$ cat src/design/axi_pkg.sv
package axi_pkg;

	// ------------------------------------------------------------------
	// codes
	// ------------------------------------------------------------------

	localparam logic [1:0] OKAY = 2'b00;
	localparam logic [1:0] BURST_INCR = 2'b01;

	localparam int ADDR_W = 32;
	localparam int DATA_W = 32;

	// ------------------------------------------------------------------
	// fetch side, axi4-lite read
	// ------------------------------------------------------------------

	// ar channel payload
	typedef struct packed {
		logic [ADDR_W-1:0] addr;
		logic [2:0]        prot;
	} ar_lite_t;

	// r channel payload
	typedef struct packed {
		logic [DATA_W-1:0] data;
		logic [1:0]        resp;
	} r_lite_t;

	// ------------------------------------------------------------------
	// memory side, axi4 read burst
	// ------------------------------------------------------------------

	// len is beats minus one
	typedef struct packed {
		logic [ADDR_W-1:0] addr;
		logic [7:0]        len;
		logic [1:0]        burst;
	} ar_burst_t;

	// last marks the final beat
	typedef struct packed {
		logic [DATA_W-1:0] data;
		logic [1:0]        resp;
		logic              last;
	} r_burst_t;

endpackage

$ cat src/design/cache_pkg.sv
package cache_pkg;

	// ------------------------------------------------------------------
	// cache geometry
	// ------------------------------------------------------------------

	// direct mapped, 16 lines
	localparam int INDEX_W = 4;
	// 4 words per line
	localparam int OFFSET_W = 2;
	// byte select inside a 32-bit word
	localparam int BYTE_W = 2;

	localparam int NUM_LINES = 1 << INDEX_W;
	localparam int LINE_WORDS = 1 << OFFSET_W;

	// whatever is left above index and offset
	localparam int TAG_W = 32 - INDEX_W - OFFSET_W - BYTE_W;

	// ------------------------------------------------------------------
	// address split, msb first
	// ------------------------------------------------------------------

	typedef struct packed {
		logic [TAG_W-1:0]    tag;
		logic [INDEX_W-1:0]  index;
		logic [OFFSET_W-1:0] offset;
		logic [BYTE_W-1:0]   byte_sel;
	} addr_fields_t;

	// ------------------------------------------------------------------
	// controller states
	// ------------------------------------------------------------------

	typedef enum logic [2:0] {
		// waiting for a fetch
		ST_IDLE        = 3'd0,
		// arrays read, compare tag
		ST_LOOKUP      = 3'd1,
		// word held on fetch r channel
		ST_RESPOND     = 3'd2,
		// burst address not yet taken
		ST_REFILL_ADDR = 3'd3,
		// collecting burst beats
		ST_REFILL_DATA = 3'd4,
		// one cycle valid clear
		ST_FLUSH       = 3'd5
	} ctrl_state_t;

endpackage
$ cat src/design/icache_top.sv
`timescale 1ns/1ns

module icache_top (
	input  logic               clk,
	input  logic               rst,
	input  axi_pkg::ar_lite_t  fetch_ar,
	input  logic               fetch_arvalid,
	output logic               fetch_arready,
	output axi_pkg::r_lite_t   fetch_r,
	output logic               fetch_rvalid,
	input  logic               fetch_rready,
	output axi_pkg::ar_burst_t mem_ar,
	output logic               mem_arvalid,
	input  logic               mem_arready,
	input  axi_pkg::r_burst_t  mem_r,
	input  logic               mem_rvalid,
	output logic               mem_rready,
	input  logic               fence_i
);
	import cache_pkg::*;
	import axi_pkg::*;

	// controller to ar slice
	ar_burst_t refill_ar;
	logic refill_arvalid;
	logic refill_arready;
	// r slice to controller
	r_burst_t refill_r;
	logic refill_rvalid;
	logic refill_rready;

	// tag array wires
	logic tag_rd_en;
	logic [INDEX_W-1:0] tag_rd_index;
	logic [TAG_W-1:0] tag_rd_tag;
	logic tag_rd_valid;
	logic tag_wr_en;
	logic [INDEX_W-1:0] tag_wr_index;
	logic [TAG_W-1:0] tag_wr_tag;
	logic tag_flush;

	// data array wires
	logic data_rd_en;
	logic [INDEX_W-1:0] data_rd_index;
	logic [OFFSET_W-1:0] data_rd_offset;
	logic [31:0] data_rd_data;
	logic data_wr_en;
	logic [INDEX_W-1:0] data_wr_index;
	logic [OFFSET_W-1:0] data_wr_offset;
	logic [31:0] data_wr_data;

	// ------------------------------------------------------------------
	// controller and arrays
	// ------------------------------------------------------------------

	icache_ctrl u_ctrl (.*);

	icache_tag_array u_tag (
		.clk, .rst,
		.rd_en(tag_rd_en), .rd_index(tag_rd_index),
		.rd_tag(tag_rd_tag), .rd_valid(tag_rd_valid),
		.wr_en(tag_wr_en), .wr_index(tag_wr_index), .wr_tag(tag_wr_tag),
		.flush(tag_flush)
	);

	icache_data_array u_data (
		.clk,
		.rd_en(data_rd_en), .rd_index(data_rd_index),
		.rd_offset(data_rd_offset), .rd_data(data_rd_data),
		.wr_en(data_wr_en), .wr_index(data_wr_index),
		.wr_offset(data_wr_offset), .wr_data(data_wr_data)
	);

	// ------------------------------------------------------------------
	// memory port slices
	// ------------------------------------------------------------------

	axi_reg_slice #(.payload_t(ar_burst_t)) u_ar_slice (
		.clk, .rst,
		.in_data(refill_ar), .in_valid(refill_arvalid), .in_ready(refill_arready),
		.out_data(mem_ar), .out_valid(mem_arvalid), .out_ready(mem_arready)
	);

	axi_reg_slice #(.payload_t(r_burst_t)) u_r_slice (
		.clk, .rst,
		.in_data(mem_r), .in_valid(mem_rvalid), .in_ready(mem_rready),
		.out_data(refill_r), .out_valid(refill_rvalid), .out_ready(refill_rready)
	);

endmodule

$ cat src/design/icache_ctrl.sv
`timescale 1ns/1ns

module icache_ctrl (
	input  logic                          clk,
	input  logic                          rst,
	// fetch side
	input  axi_pkg::ar_lite_t             fetch_ar,
	input  logic                          fetch_arvalid,
	output logic                          fetch_arready,
	output axi_pkg::r_lite_t              fetch_r,
	output logic                          fetch_rvalid,
	input  logic                          fetch_rready,
	input  logic                          fence_i,
	// refill side
	output axi_pkg::ar_burst_t            refill_ar,
	output logic                          refill_arvalid,
	input  logic                          refill_arready,
	input  axi_pkg::r_burst_t             refill_r,
	input  logic                          refill_rvalid,
	output logic                          refill_rready,
	// tag array
	output logic                          tag_rd_en,
	output logic [cache_pkg::INDEX_W-1:0]  tag_rd_index,
	input  logic [cache_pkg::TAG_W-1:0]    tag_rd_tag,
	input  logic                          tag_rd_valid,
	output logic                          tag_wr_en,
	output logic [cache_pkg::INDEX_W-1:0]  tag_wr_index,
	output logic [cache_pkg::TAG_W-1:0]    tag_wr_tag,
	output logic                          tag_flush,
	// data array
	output logic                          data_rd_en,
	output logic [cache_pkg::INDEX_W-1:0]  data_rd_index,
	output logic [cache_pkg::OFFSET_W-1:0] data_rd_offset,
	input  logic [31:0]                   data_rd_data,
	output logic                          data_wr_en,
	output logic [cache_pkg::INDEX_W-1:0]  data_wr_index,
	output logic [cache_pkg::OFFSET_W-1:0] data_wr_offset,
	output logic [31:0]                   data_wr_data
);
	import cache_pkg::*;
	import axi_pkg::*;

	ctrl_state_t state;
	ctrl_state_t state_next;

	// request held for the whole transaction
	addr_fields_t req;
	addr_fields_t fetch_fields;
	// word handed back on the fetch r channel
	logic [31:0] rdata_q;
	logic [OFFSET_W-1:0] beat_cnt;
	// fence seen while busy
	logic fence_pending;

	logic fetch_fire;
	logic beat_fire;
	logic hit;

	assign fetch_fields = addr_fields_t'(fetch_ar.addr);

	// ------------------------------------------------------------------
	// handshakes
	// ------------------------------------------------------------------

	// blocked whenever a flush is due
	assign fetch_arready = (state == ST_IDLE) && !fence_i && !fence_pending;
	assign fetch_fire = fetch_arvalid && fetch_arready;
	assign fetch_rvalid = (state == ST_RESPOND);
	assign fetch_r = '{data: rdata_q, resp: OKAY};

	// arrays come back one cycle after the fire
	assign hit = tag_rd_valid && (tag_rd_tag == req.tag);

	// burst request goes out straight from the compare on a miss
	assign refill_arvalid = ((state == ST_LOOKUP) && !hit) || (state == ST_REFILL_ADDR);
	// whole line, starting at word 0
	assign refill_ar = '{
		addr:  {req.tag, req.index, {(OFFSET_W + BYTE_W){1'b0}}},
		len:   8'(LINE_WORDS - 1),
		burst: BURST_INCR
	};
	assign refill_rready = (state == ST_REFILL_DATA);
	assign beat_fire = refill_rvalid && refill_rready;

	// ------------------------------------------------------------------
	// array control
	// ------------------------------------------------------------------

	// both arrays read from the incoming address
	assign tag_rd_en = fetch_fire;
	assign tag_rd_index = fetch_fields.index;
	assign data_rd_en = fetch_fire;
	assign data_rd_index = fetch_fields.index;
	assign data_rd_offset = fetch_fields.offset;

	// every beat lands at the beat counter
	assign data_wr_en = beat_fire;
	assign data_wr_index = req.index;
	assign data_wr_offset = beat_cnt;
	assign data_wr_data = refill_r.data;

	// tag goes valid with the last beat
	assign tag_wr_en = beat_fire && refill_r.last;
	assign tag_wr_index = req.index;
	assign tag_wr_tag = req.tag;
	assign tag_flush = (state == ST_FLUSH);

	// ------------------------------------------------------------------
	// next state
	// ------------------------------------------------------------------

	always_comb begin
		state_next = state;
		case (state)
			ST_IDLE: begin
				if (fence_i || fence_pending) begin
					state_next = ST_FLUSH;
				end else if (fetch_fire) begin
					state_next = ST_LOOKUP;
				end
			end
			ST_LOOKUP: begin
				if (hit) begin
					state_next = ST_RESPOND;
				end else if (refill_arready) begin
					state_next = ST_REFILL_DATA;
				end else begin
					state_next = ST_REFILL_ADDR;
				end
			end
			ST_REFILL_ADDR: begin
				if (refill_arready) begin
					state_next = ST_REFILL_DATA;
				end
			end
			ST_REFILL_DATA: begin
				if (beat_fire && refill_r.last) begin
					state_next = ST_RESPOND;
				end
			end
			ST_RESPOND: begin
				if (fetch_rready) begin
					state_next = ST_IDLE;
				end
			end
			ST_FLUSH: state_next = ST_IDLE;
			default: state_next = ST_IDLE;
		endcase
	end

	// ------------------------------------------------------------------
	// registers
	// ------------------------------------------------------------------

	// reset parks in flush, so fetch stays blocked while rst is high
	always_ff @(posedge clk) begin
		if (rst) begin
			state         <= ST_FLUSH;
			fence_pending <= 1'b0;
			beat_cnt      <= '0;
		end else begin
			state <= state_next;
			// idle always turns a pending fence into a flush
			if (state == ST_IDLE) begin
				fence_pending <= 1'b0;
			end else if (fence_i) begin
				fence_pending <= 1'b1;
			end
			if (state == ST_LOOKUP) begin
				beat_cnt <= '0;
			end else if (beat_fire) begin
				beat_cnt <= beat_cnt + 1'b1;
			end
		end
	end

	always_ff @(posedge clk) begin
		if (fetch_fire) begin
			req <= fetch_fields;
		end
		if ((state == ST_LOOKUP) && hit) begin
			rdata_q <= data_rd_data;
		end
		// keep the requested word as its beat passes
		if (beat_fire && (beat_cnt == req.offset)) begin
			rdata_q <= refill_r.data;
		end
	end

endmodule

$ cat src/design/axi_reg_slice.sv
`timescale 1ns/1ns

module axi_reg_slice #(
	parameter type payload_t = logic [31:0]
) (
	input  logic     clk,
	input  logic     rst,
	input  payload_t in_data,
	input  logic     in_valid,
	output logic     in_ready,
	output payload_t out_data,
	output logic     out_valid,
	input  logic     out_ready
);

	// set on the first cycle out of reset
	logic armed;

	// take a new item when empty or when the held one leaves this cycle
	assign in_ready = armed && (!out_valid || out_ready);

	// ------------------------------------------------------------------
	// control
	// ------------------------------------------------------------------

	always_ff @(posedge clk) begin
		if (rst) begin
			armed     <= 1'b0;
			out_valid <= 1'b0;
		end else begin
			armed <= 1'b1;
			if (in_ready) begin
				out_valid <= in_valid;
			end
		end
	end

	// ------------------------------------------------------------------
	// payload
	// ------------------------------------------------------------------

	// only loads on an accepted transfer
	always_ff @(posedge clk) begin
		if (in_valid && in_ready) begin
			out_data <= in_data;
		end
	end

endmodule

$ cat src/design/icache_data_array.sv
`timescale 1ns/1ns

module icache_data_array (
	input  logic                          clk,
	input  logic                          rd_en,
	input  logic [cache_pkg::INDEX_W-1:0]  rd_index,
	input  logic [cache_pkg::OFFSET_W-1:0] rd_offset,
	output logic [31:0]                   rd_data,
	input  logic                          wr_en,
	input  logic [cache_pkg::INDEX_W-1:0]  wr_index,
	input  logic [cache_pkg::OFFSET_W-1:0] wr_offset,
	input  logic [31:0]                   wr_data
);
	import cache_pkg::*;

	// ------------------------------------------------------------------
	// word storage, line by word
	// ------------------------------------------------------------------

	logic [31:0] words [NUM_LINES][LINE_WORDS];

	// refill writes one beat per transfer
	always_ff @(posedge clk) begin
		if (wr_en) begin
			words[wr_index][wr_offset] <= wr_data;
		end
	end

	// ------------------------------------------------------------------
	// read port
	// ------------------------------------------------------------------

	// one word out, registered
	// holds its value while rd_en is low
	always_ff @(posedge clk) begin
		if (rd_en) begin
			rd_data <= words[rd_index][rd_offset];
		end
	end

endmodule

$ cat src/design/icache_tag_array.sv
`timescale 1ns/1ns

module icache_tag_array (
	input  logic                         clk,
	input  logic                         rst,
	input  logic                         rd_en,
	input  logic [cache_pkg::INDEX_W-1:0] rd_index,
	output logic [cache_pkg::TAG_W-1:0]   rd_tag,
	output logic                         rd_valid,
	input  logic                         wr_en,
	input  logic [cache_pkg::INDEX_W-1:0] wr_index,
	input  logic [cache_pkg::TAG_W-1:0]   wr_tag,
	input  logic                         flush
);
	import cache_pkg::*;

	// one tag per line
	logic [TAG_W-1:0] tags [NUM_LINES];
	// one valid bit per line, kept flat for the flash clear
	logic [NUM_LINES-1:0] valid;

	// ------------------------------------------------------------------
	// valid bits
	// ------------------------------------------------------------------

	always_ff @(posedge clk) begin
		if (rst || flush) begin
			valid <= '0;
		end else if (wr_en) begin
			valid[wr_index] <= 1'b1;
		end
	end

	// tag storage
	always_ff @(posedge clk) begin
		if (wr_en) begin
			tags[wr_index] <= wr_tag;
		end
	end

	// ------------------------------------------------------------------
	// registered lookup
	// ------------------------------------------------------------------

	always_ff @(posedge clk) begin
		if (rst) begin
			rd_valid <= 1'b0;
		end else if (rd_en) begin
			rd_valid <= valid[rd_index];
		end
	end

	always_ff @(posedge clk) begin
		if (rd_en) begin
			rd_tag <= tags[rd_index];
		end
	end

endmodule

$ cat config.mk
export PLATFORM = sky130hd
export DESIGN_NAME = icache_top
export DESIGN_NICKNAME = d
export VERILOG_FILES = /design/src/design/axi_pkg.sv /design/src/design/cache_pkg.sv /design/src/design/icache_top.sv /design/src/design/icache_ctrl.sv /design/src/design/axi_reg_slice.sv /design/src/design/icache_data_array.sv /design/src/design/icache_tag_array.sv
export SDC_FILE = /design/constraint.sdc
export NUM_CORES = 2
export LEC_CHECK = 0
export BUFFER_PORTS_ARGS = -buffer_cell sky130_fd_sc_hd__buf_2
export CORE_MARGIN = 3
export CORE_UTILIZATION = 33
export CTS_BUF_LIST = sky130_fd_sc_hd__clkbuf_8
export CTS_CLUSTER_SIZE = 28
export DETAILED_ROUTE_END_ITERATION = 8
export SKIP_CTS_REPAIR_TIMING = 1
export SYNTH_ARGS = -nofsm -noshare
export SYNTH_HDL_FRONTEND = slang
export SYNTH_SLANG_ARGS = --single-unit
$ cat constraint.sdc
create_clock -name clk -period 3.9 [get_ports clk]
set_input_delay 0 -clock clk [delete_from_list [all_inputs] [get_ports clk]]
set_output_delay 0 -clock clk [all_outputs]
set_load 0.01 [all_outputs]
Word-level counts from Yosys, hierarchy flattened --
Memories as Yosys holds them, arrays and structs flattened. A register that Yosys moved wholly into a read port is not among the register bits. Index checks and enable logic that the tools add are counted.
Operators by class: add/sub/neg operators 1, $lt $le $gt $ge 6, equality and inequality tests 11, mux-type cells 24, bitwise gates (word level) 3, reduce and logical (&&, ||, !) cells 30
Operators with widths (number):
- two-way mux 32 bit | 5
- two-way mux 128 bit | 1
- binary-select mux 32 bit (select 2 bit) | 1
- demux 32 bit (select 2 bit) | 1
- == test 24 bit | 1
- two-way mux 3 bit | 7
- bitwise OR 16 bit | 1
- logical AND 1 bit | 15
- one-hot mux 3 bit (5 select lines) | 1
- < comparator 4 x 5 -> 1 bit (second input constant) | 2
- == test 3 x 2 -> 1 bit (second input constant) | 2
- == test 3 bit (second input constant) | 2
- >= comparator 3 bit (second input constant) | 2
- two-way mux 1 bit | 6
- NOT 2 -> 3 bit | 2
- logical NOT 1 bit | 5
- logical OR 1 bit | 5
- binary-select mux 1 bit (select 4 bit) | 1
- demux 1 bit (select 4 bit) | 1
- >= comparator 4 x 1 -> 1 bit (second input constant) | 1
- inequality test 2 x 1 -> 1 bit (second input constant) | 2
- AND reduction 4 bit | 1
- OR reduction 2 bit | 2
- == test 3 x 1 -> 1 bit (second input constant) | 1
- other kinds (7) | 7
Storage, ports and cells: bits in registers 181, RAM bits 2432, input port bits 77, output and inout bits 80, logic and storage cells 93, memories 2
Memories:
- u_data.words | depth 16, width 128, rd ports 1, clocked after memory_dff 0, write ports 1, RTL line icache_data_array.sv:20 | logic [31:0] words [NUM_LINES][LINE_WORDS];
- u_tag.tags | depth 16, width 24, rd ports 1, clocked after memory_dff 1, write ports 1, RTL line icache_tag_array.sv:18 | logic [TAG_W-1:0] tags [NUM_LINES];

Logic depth before layout (Yosys ltp) --
depth in word-level cells 7, gate-level depth with buffers 10, mapped depth without buffers 5

Modules after synthesis --
From an unflattened synthesis, not the netlist that was laid out.
Unflattened totals: cell total of the unflattened synthesis 4405, area total of the unflattened synthesis 100840.5 um^2
By module, submodules not included:
- icache_data_array | instances 1, cells each 3380, area each 78596.6 um^2, sequential area each 62459.9 um^2
- icache_tag_array | instances 1, cells each 631, area each 15838.9 um^2, sequential area each 12592.1 um^2
- icache_ctrl | instances 1, cells each 299, area each 3927.5 um^2, sequential area each 1981.9 um^2
- axi_reg_slice at u_ar_slice | instances 1, cells each 51, area each 1343.8 um^2, sequential area each 1301.2 um^2
- axi_reg_slice at u_r_slice | instances 1, cells each 44, area each 1133.6 um^2, sequential area each 1091.0 um^2

Least setup slack after synthesis --
No wires, ideal clock.
kind reg2reg, start register u_ctrl.req, in the netlist u_ctrl.tag_wr_tag[1], end register u_ar_slice.out_data[14] (netlist name) (enable), setup time 448 ps, arrival 2958 ps, data required time 3452 ps, path slack 493 ps, stages on the path, launching flop included 6, buffers on the path 0, clock period less this slack 3407 ps, cells stage by stage edfxtp_1 xnor2_1 nor4b_1 nand4_1 nor3_1 nor3_1
On the way: longest elaborated chain between the ends 6
Ends and longest elaborated chain:
- start: declaration | RTL line icache_ctrl.sv:47 | addr_fields_t req;
- start signal: assignment | RTL line icache_ctrl.sv:179 | req <= fetch_fields;
- == test 24 bit | RTL line icache_ctrl.sv:72 | assign hit = tag_rd_valid && (tag_rd_tag == req.tag);
- logical AND 1 bit | RTL line icache_ctrl.sv:72
- logical NOT 1 bit | RTL line icache_ctrl.sv:75 | assign refill_arvalid = ((state == ST_LOOKUP) && !hit) || (state == ST_REFILL_ADDR);
- logical AND 1 bit | RTL line icache_ctrl.sv:75
- logical OR 1 bit | RTL line icache_ctrl.sv:75
- logical AND 1 bit | RTL line axi_reg_slice.sv:44 | if (in_valid && in_ready) begin
- end signal: assignment | RTL line axi_reg_slice.sv:45 | out_data <= in_data;
- end: declaration | RTL line axi_reg_slice.sv:11 | output payload_t out_data,
Every way passes these cells. A chain may end at the register's enable or synchronous reset.

Final worst setup path --
start register u_ctrl.req, in the netlist u_ctrl.tag_wr_tag[20], end register u_ctrl.rdata_q[21] (enable)
On the way: longest elaborated chain between the ends 4
Ends and longest elaborated chain:
- == test 24 bit | RTL line icache_ctrl.sv:72
- logical AND 1 bit | RTL line icache_ctrl.sv:72
- logical AND 1 bit | RTL line icache_ctrl.sv:181 | if ((state == ST_LOOKUP) && hit) begin
- nonzero test 2 bit (no source line)
- end signal: assignment | RTL line icache_ctrl.sv:182 | rdata_q <= data_rd_data;
- end signal: assignment | RTL line icache_ctrl.sv:186 | rdata_q <= refill_r.data;
- end: declaration | RTL line icache_ctrl.sv:50 | logic [31:0] rdata_q;
Every way passes these cells.

==> reports/results.ini <==
[status]
outcome=finished clean

[timing]
fmax_ghz=0.308
tightest_slew_ps=1320
min_period_over_period_pct=83.2
rsz0062_at_grt=false
fin_skew_ps=118
finalMaxSlewViolations=0
hold_viol=0
relSlewSlack_pct=11.9
min_period_ps=3240
setup_violations=0
tns_ps=0

[clock_network]
htreeDepth=5
cts.sink_count=2637
cts-root-buf=clkbuf_8
cts_tree=yes
cts_buffers=403
clk_path_buf_depth=4
clock_latency_ps=1000
clkTransAtPathRegs_ps=70

[power]
leakage_nw=36.7
peakVddDrop_uv=306
p_clk_share_pct=38.1
power_frac_comb_pct=4.6
p_seq_share_pct=57.3
power_density_nw_per_um2=469
swShare_pct=22.3
intPower_mw=42.4
p_sw_mw=12.2

[routing]
wl_per_cell_um=28.4
drt_iter0_markers=5401
vias=49008
drtPass1Iterations=6
drc=0
avgViaCountPerCell=5.25
drt-total-wl_um=265000
ant_nets=0

[place]
gp_congestion=0.805
dpl_cell_area_sq_um=108000
port_buffers=133
dpl.hpwl_um=152000
place_inst=8480

[min_path]
hp-class=input pin to flop

[grt]
grt_pass1_vias=49885
grt_use_total_pct=16.8
antenna_found_initial=13
grt_pass1_wl_um=374000
overflow=0
grt_max_degree=111

[worst_setup_path]
cp_cell_sequence=xor2_1, or4_1, nor4_1, nand3_1, nand2_4, buf_12
r2r_slack_ps=660
cpPeakStageDelay_ps=690
crit_required_ps=4500
crit_fanout=32
cp-start-kind=flop
path_class=flop to flop
cp-end-kind=flop
crit_path_top_delay_cell=edfxtp_1
arrival_ps=3840

[cells_and_area]
seq_area_sq_um=78900
fin_cells=9337
drive_gt1_share_pct=31.3
postLayoutCellArea_sq_um=116000
fill_cells=26819
final_common_cell=edfxtp_1
fin_nets=5142
syn_to_final_growth_pct=16.5
multi_input_comb_area_sq_um=20300
final_cell_mix=edfxtp_1, mux4_2, clkbuf_8

[synthesis]
ys_ff_latch=2637
synth_cells=4316
synth_cell_type_count=59
syn_avg_cell_area_sq_um=23.2
async_flop_share_pct=0
synth_edf_count=2611
seq_area_frac_synth_pct=79.0
syn-cell-area_sq_um=99900
ys_warn_count=0
synth_ff_type=edfxtp_1

[floorplan]
rows=201
die_h_um=556
start_util_pct=33.3
core_area_sq_um=301000
ios=157
die_x_um=556
die_area_sq_um=309000

[flow_run]
cap_viol_max_count=0

-- worst max-delay path: cells and delay by family, from the launching register on --
kind / cells / cell delay, ps
and+or+nand+nor: 4 / 1560
DFF: 1 / 690
buffers and inverters: 1 / 280
xor gates and xnor gates: 1 / 270
-- Yosys cell counts (3+ instances only) --
cell / n / share of area (%)
o221ai_1: 30 / 0.26
mux4_2: 627 / 14
nand4_1: 8 / 0.050
nand2b_1: 12 / 0.075
a22o_1: 30 / 0.26
a221oi_1: 44 / 0.39
edfxtp_1: 2611 / 78
buf_4: 58 / 0.44
clkbuf_1: 63 / 0.24
mux2_2: 42 / 0.47
nand3b_1: 4 / 0.030
nand2_1: 52 / 0.20
nor3_1: 17 / 0.085
a211oi_1: 9 / 0.068
inv_1: 4 / 0.015
xor2_1: 23 / 0.20
o211a_1: 6 / 0.060
nor2_1: 151 / 0.57
nor4_1: 7 / 0.044
o21ai_0: 25 / 0.13
a22oi_1: 7 / 0.053
mux2i_1: 113 / 1.1
buf_1: 14 / 0.053
and3_1: 3 / 0.019
ha_1: 4 / 0.050
xnor2_1: 4 / 0.035
o21ai_1: 3 / 0.015
o211ai_1: 4 / 0.030
or2_2: 3 / 0.019
a21oi_1: 74 / 0.37
nor2b_1: 24 / 0.15
nand3_1: 18 / 0.090
a31oi_1: 4 / 0.025
buf_2: 79 / 0.40
a311oi_1: 4 / 0.035
or4_1: 4 / 0.030
dfxtp_1: 26 / 0.52
o22ai_1: 48 / 0.30
and2_1: 7 / 0.044
buf_6: 24 / 0.27
-- power by group through the flow --
stage | Clock (mW) | Combinational, mW | Sequential (mW)
6_report | 20.8 | 2.50 | 31.2
5_1_grt | 22.6 | 2.66 | 31.2
4_1_cts | 21.3 | 2.43 | 31.2
3_5_place_dp | 0 | 2.42 | 31.8
3_3_place_gp | 0 | 2.39 | 31.8
2_1_floorplan | 0 | 1.41 | 31.9
-- registers in the layout, indices dropped and copies added (netlist names) --
register	flops
u_tag.tags	384
u_ctrl.data_wr_index	4
u_ctrl.state	3
u_ctrl.req	2
u_r_slice.out_valid	1
u_ar_slice.out_valid	1
u_tag.rd_valid	1
u_ar_slice.out_data	28
u_ctrl.rdata_q	32
u_data.rd_data	32
u_data.words	2048
u_ctrl.fence_pending	1
u_tag.valid	16
u_r_slice.out_data	33
u_ctrl.tag_wr_tag	24
u_tag.rd_tag	24
u_ar_slice.armed	1
u_ctrl.data_wr_offset	2
-- logic make-up (layout without fill, tap and decap cells) --
group                    count (synthesis)  in the layout  synth area share (%)
AND/OR/NAND/NOR                        320            320                  1.48
flip-flops                            2637           2637                  79.0
buffers and inverters                  242           1288                  1.41
adder cells (fa/ha/maj)                  4              4                0.0501
multiplexers                           782            782                  15.7
other                                    2             19               0.00751
XOR/XNOR                                27             27                 0.237
AO/OA/AOI/OAI                          302            302                  2.11
-- through the flow --
step	total power [mW]	hold slack [ps]	util, %	setup slack (ps)
floorplan	33.3	98.9	-	493
global placement	34.2	178	35.9	653
detailed placement	34.3	178	35.9	676
CTS	55.0	-945	38.3	562
global route	56.4	111	38.7	415
finish	54.5	173	38.7	656
-- final timing paths --
path | start | to | cells past startpoint
worst max-delay path | u_ctrl.tag_wr_tag[20] | u_ctrl.rdata_q[21] | 6
worst min-delay path | fetch_arvalid | u_ctrl.tag_wr_tag[0] | 3
worst max register to register | u_ctrl.tag_wr_tag[20] | u_ctrl.rdata_q[21] | 6
worst min register to register | u_tag.valid[11] | u_tag.valid[11] | 2
-- per-layer routing --
layer | global-route usage, % | vias up | share of wire (%)
met5 | 0 | - | 0.0049
met4 | 5.44 | 2 | 3.0
met3 | 2.80 | 382 | 7.0
met2 | 27.0 | 2082 | 48
met1 | 23.2 | 26607 | 42
li1 | - | 19935 | -
-- final cells by class --
| cell class | instances | area share, % |
|---|---|---|
| antenna | 3 | 0.00645 |
| inverter | 4 | 0.0129 |
| tap | 3958 | 4.25 |
| clock buffer | 414 | 4.90 |
| sequential | 2637 | 67.8 |
| timing repair buffer | 564 | 4.33 |
| clock inverter | 306 | 1.24 |
| multi-input combinational | 1451 | 17.5 |
(Power assumes the default switching activity.)
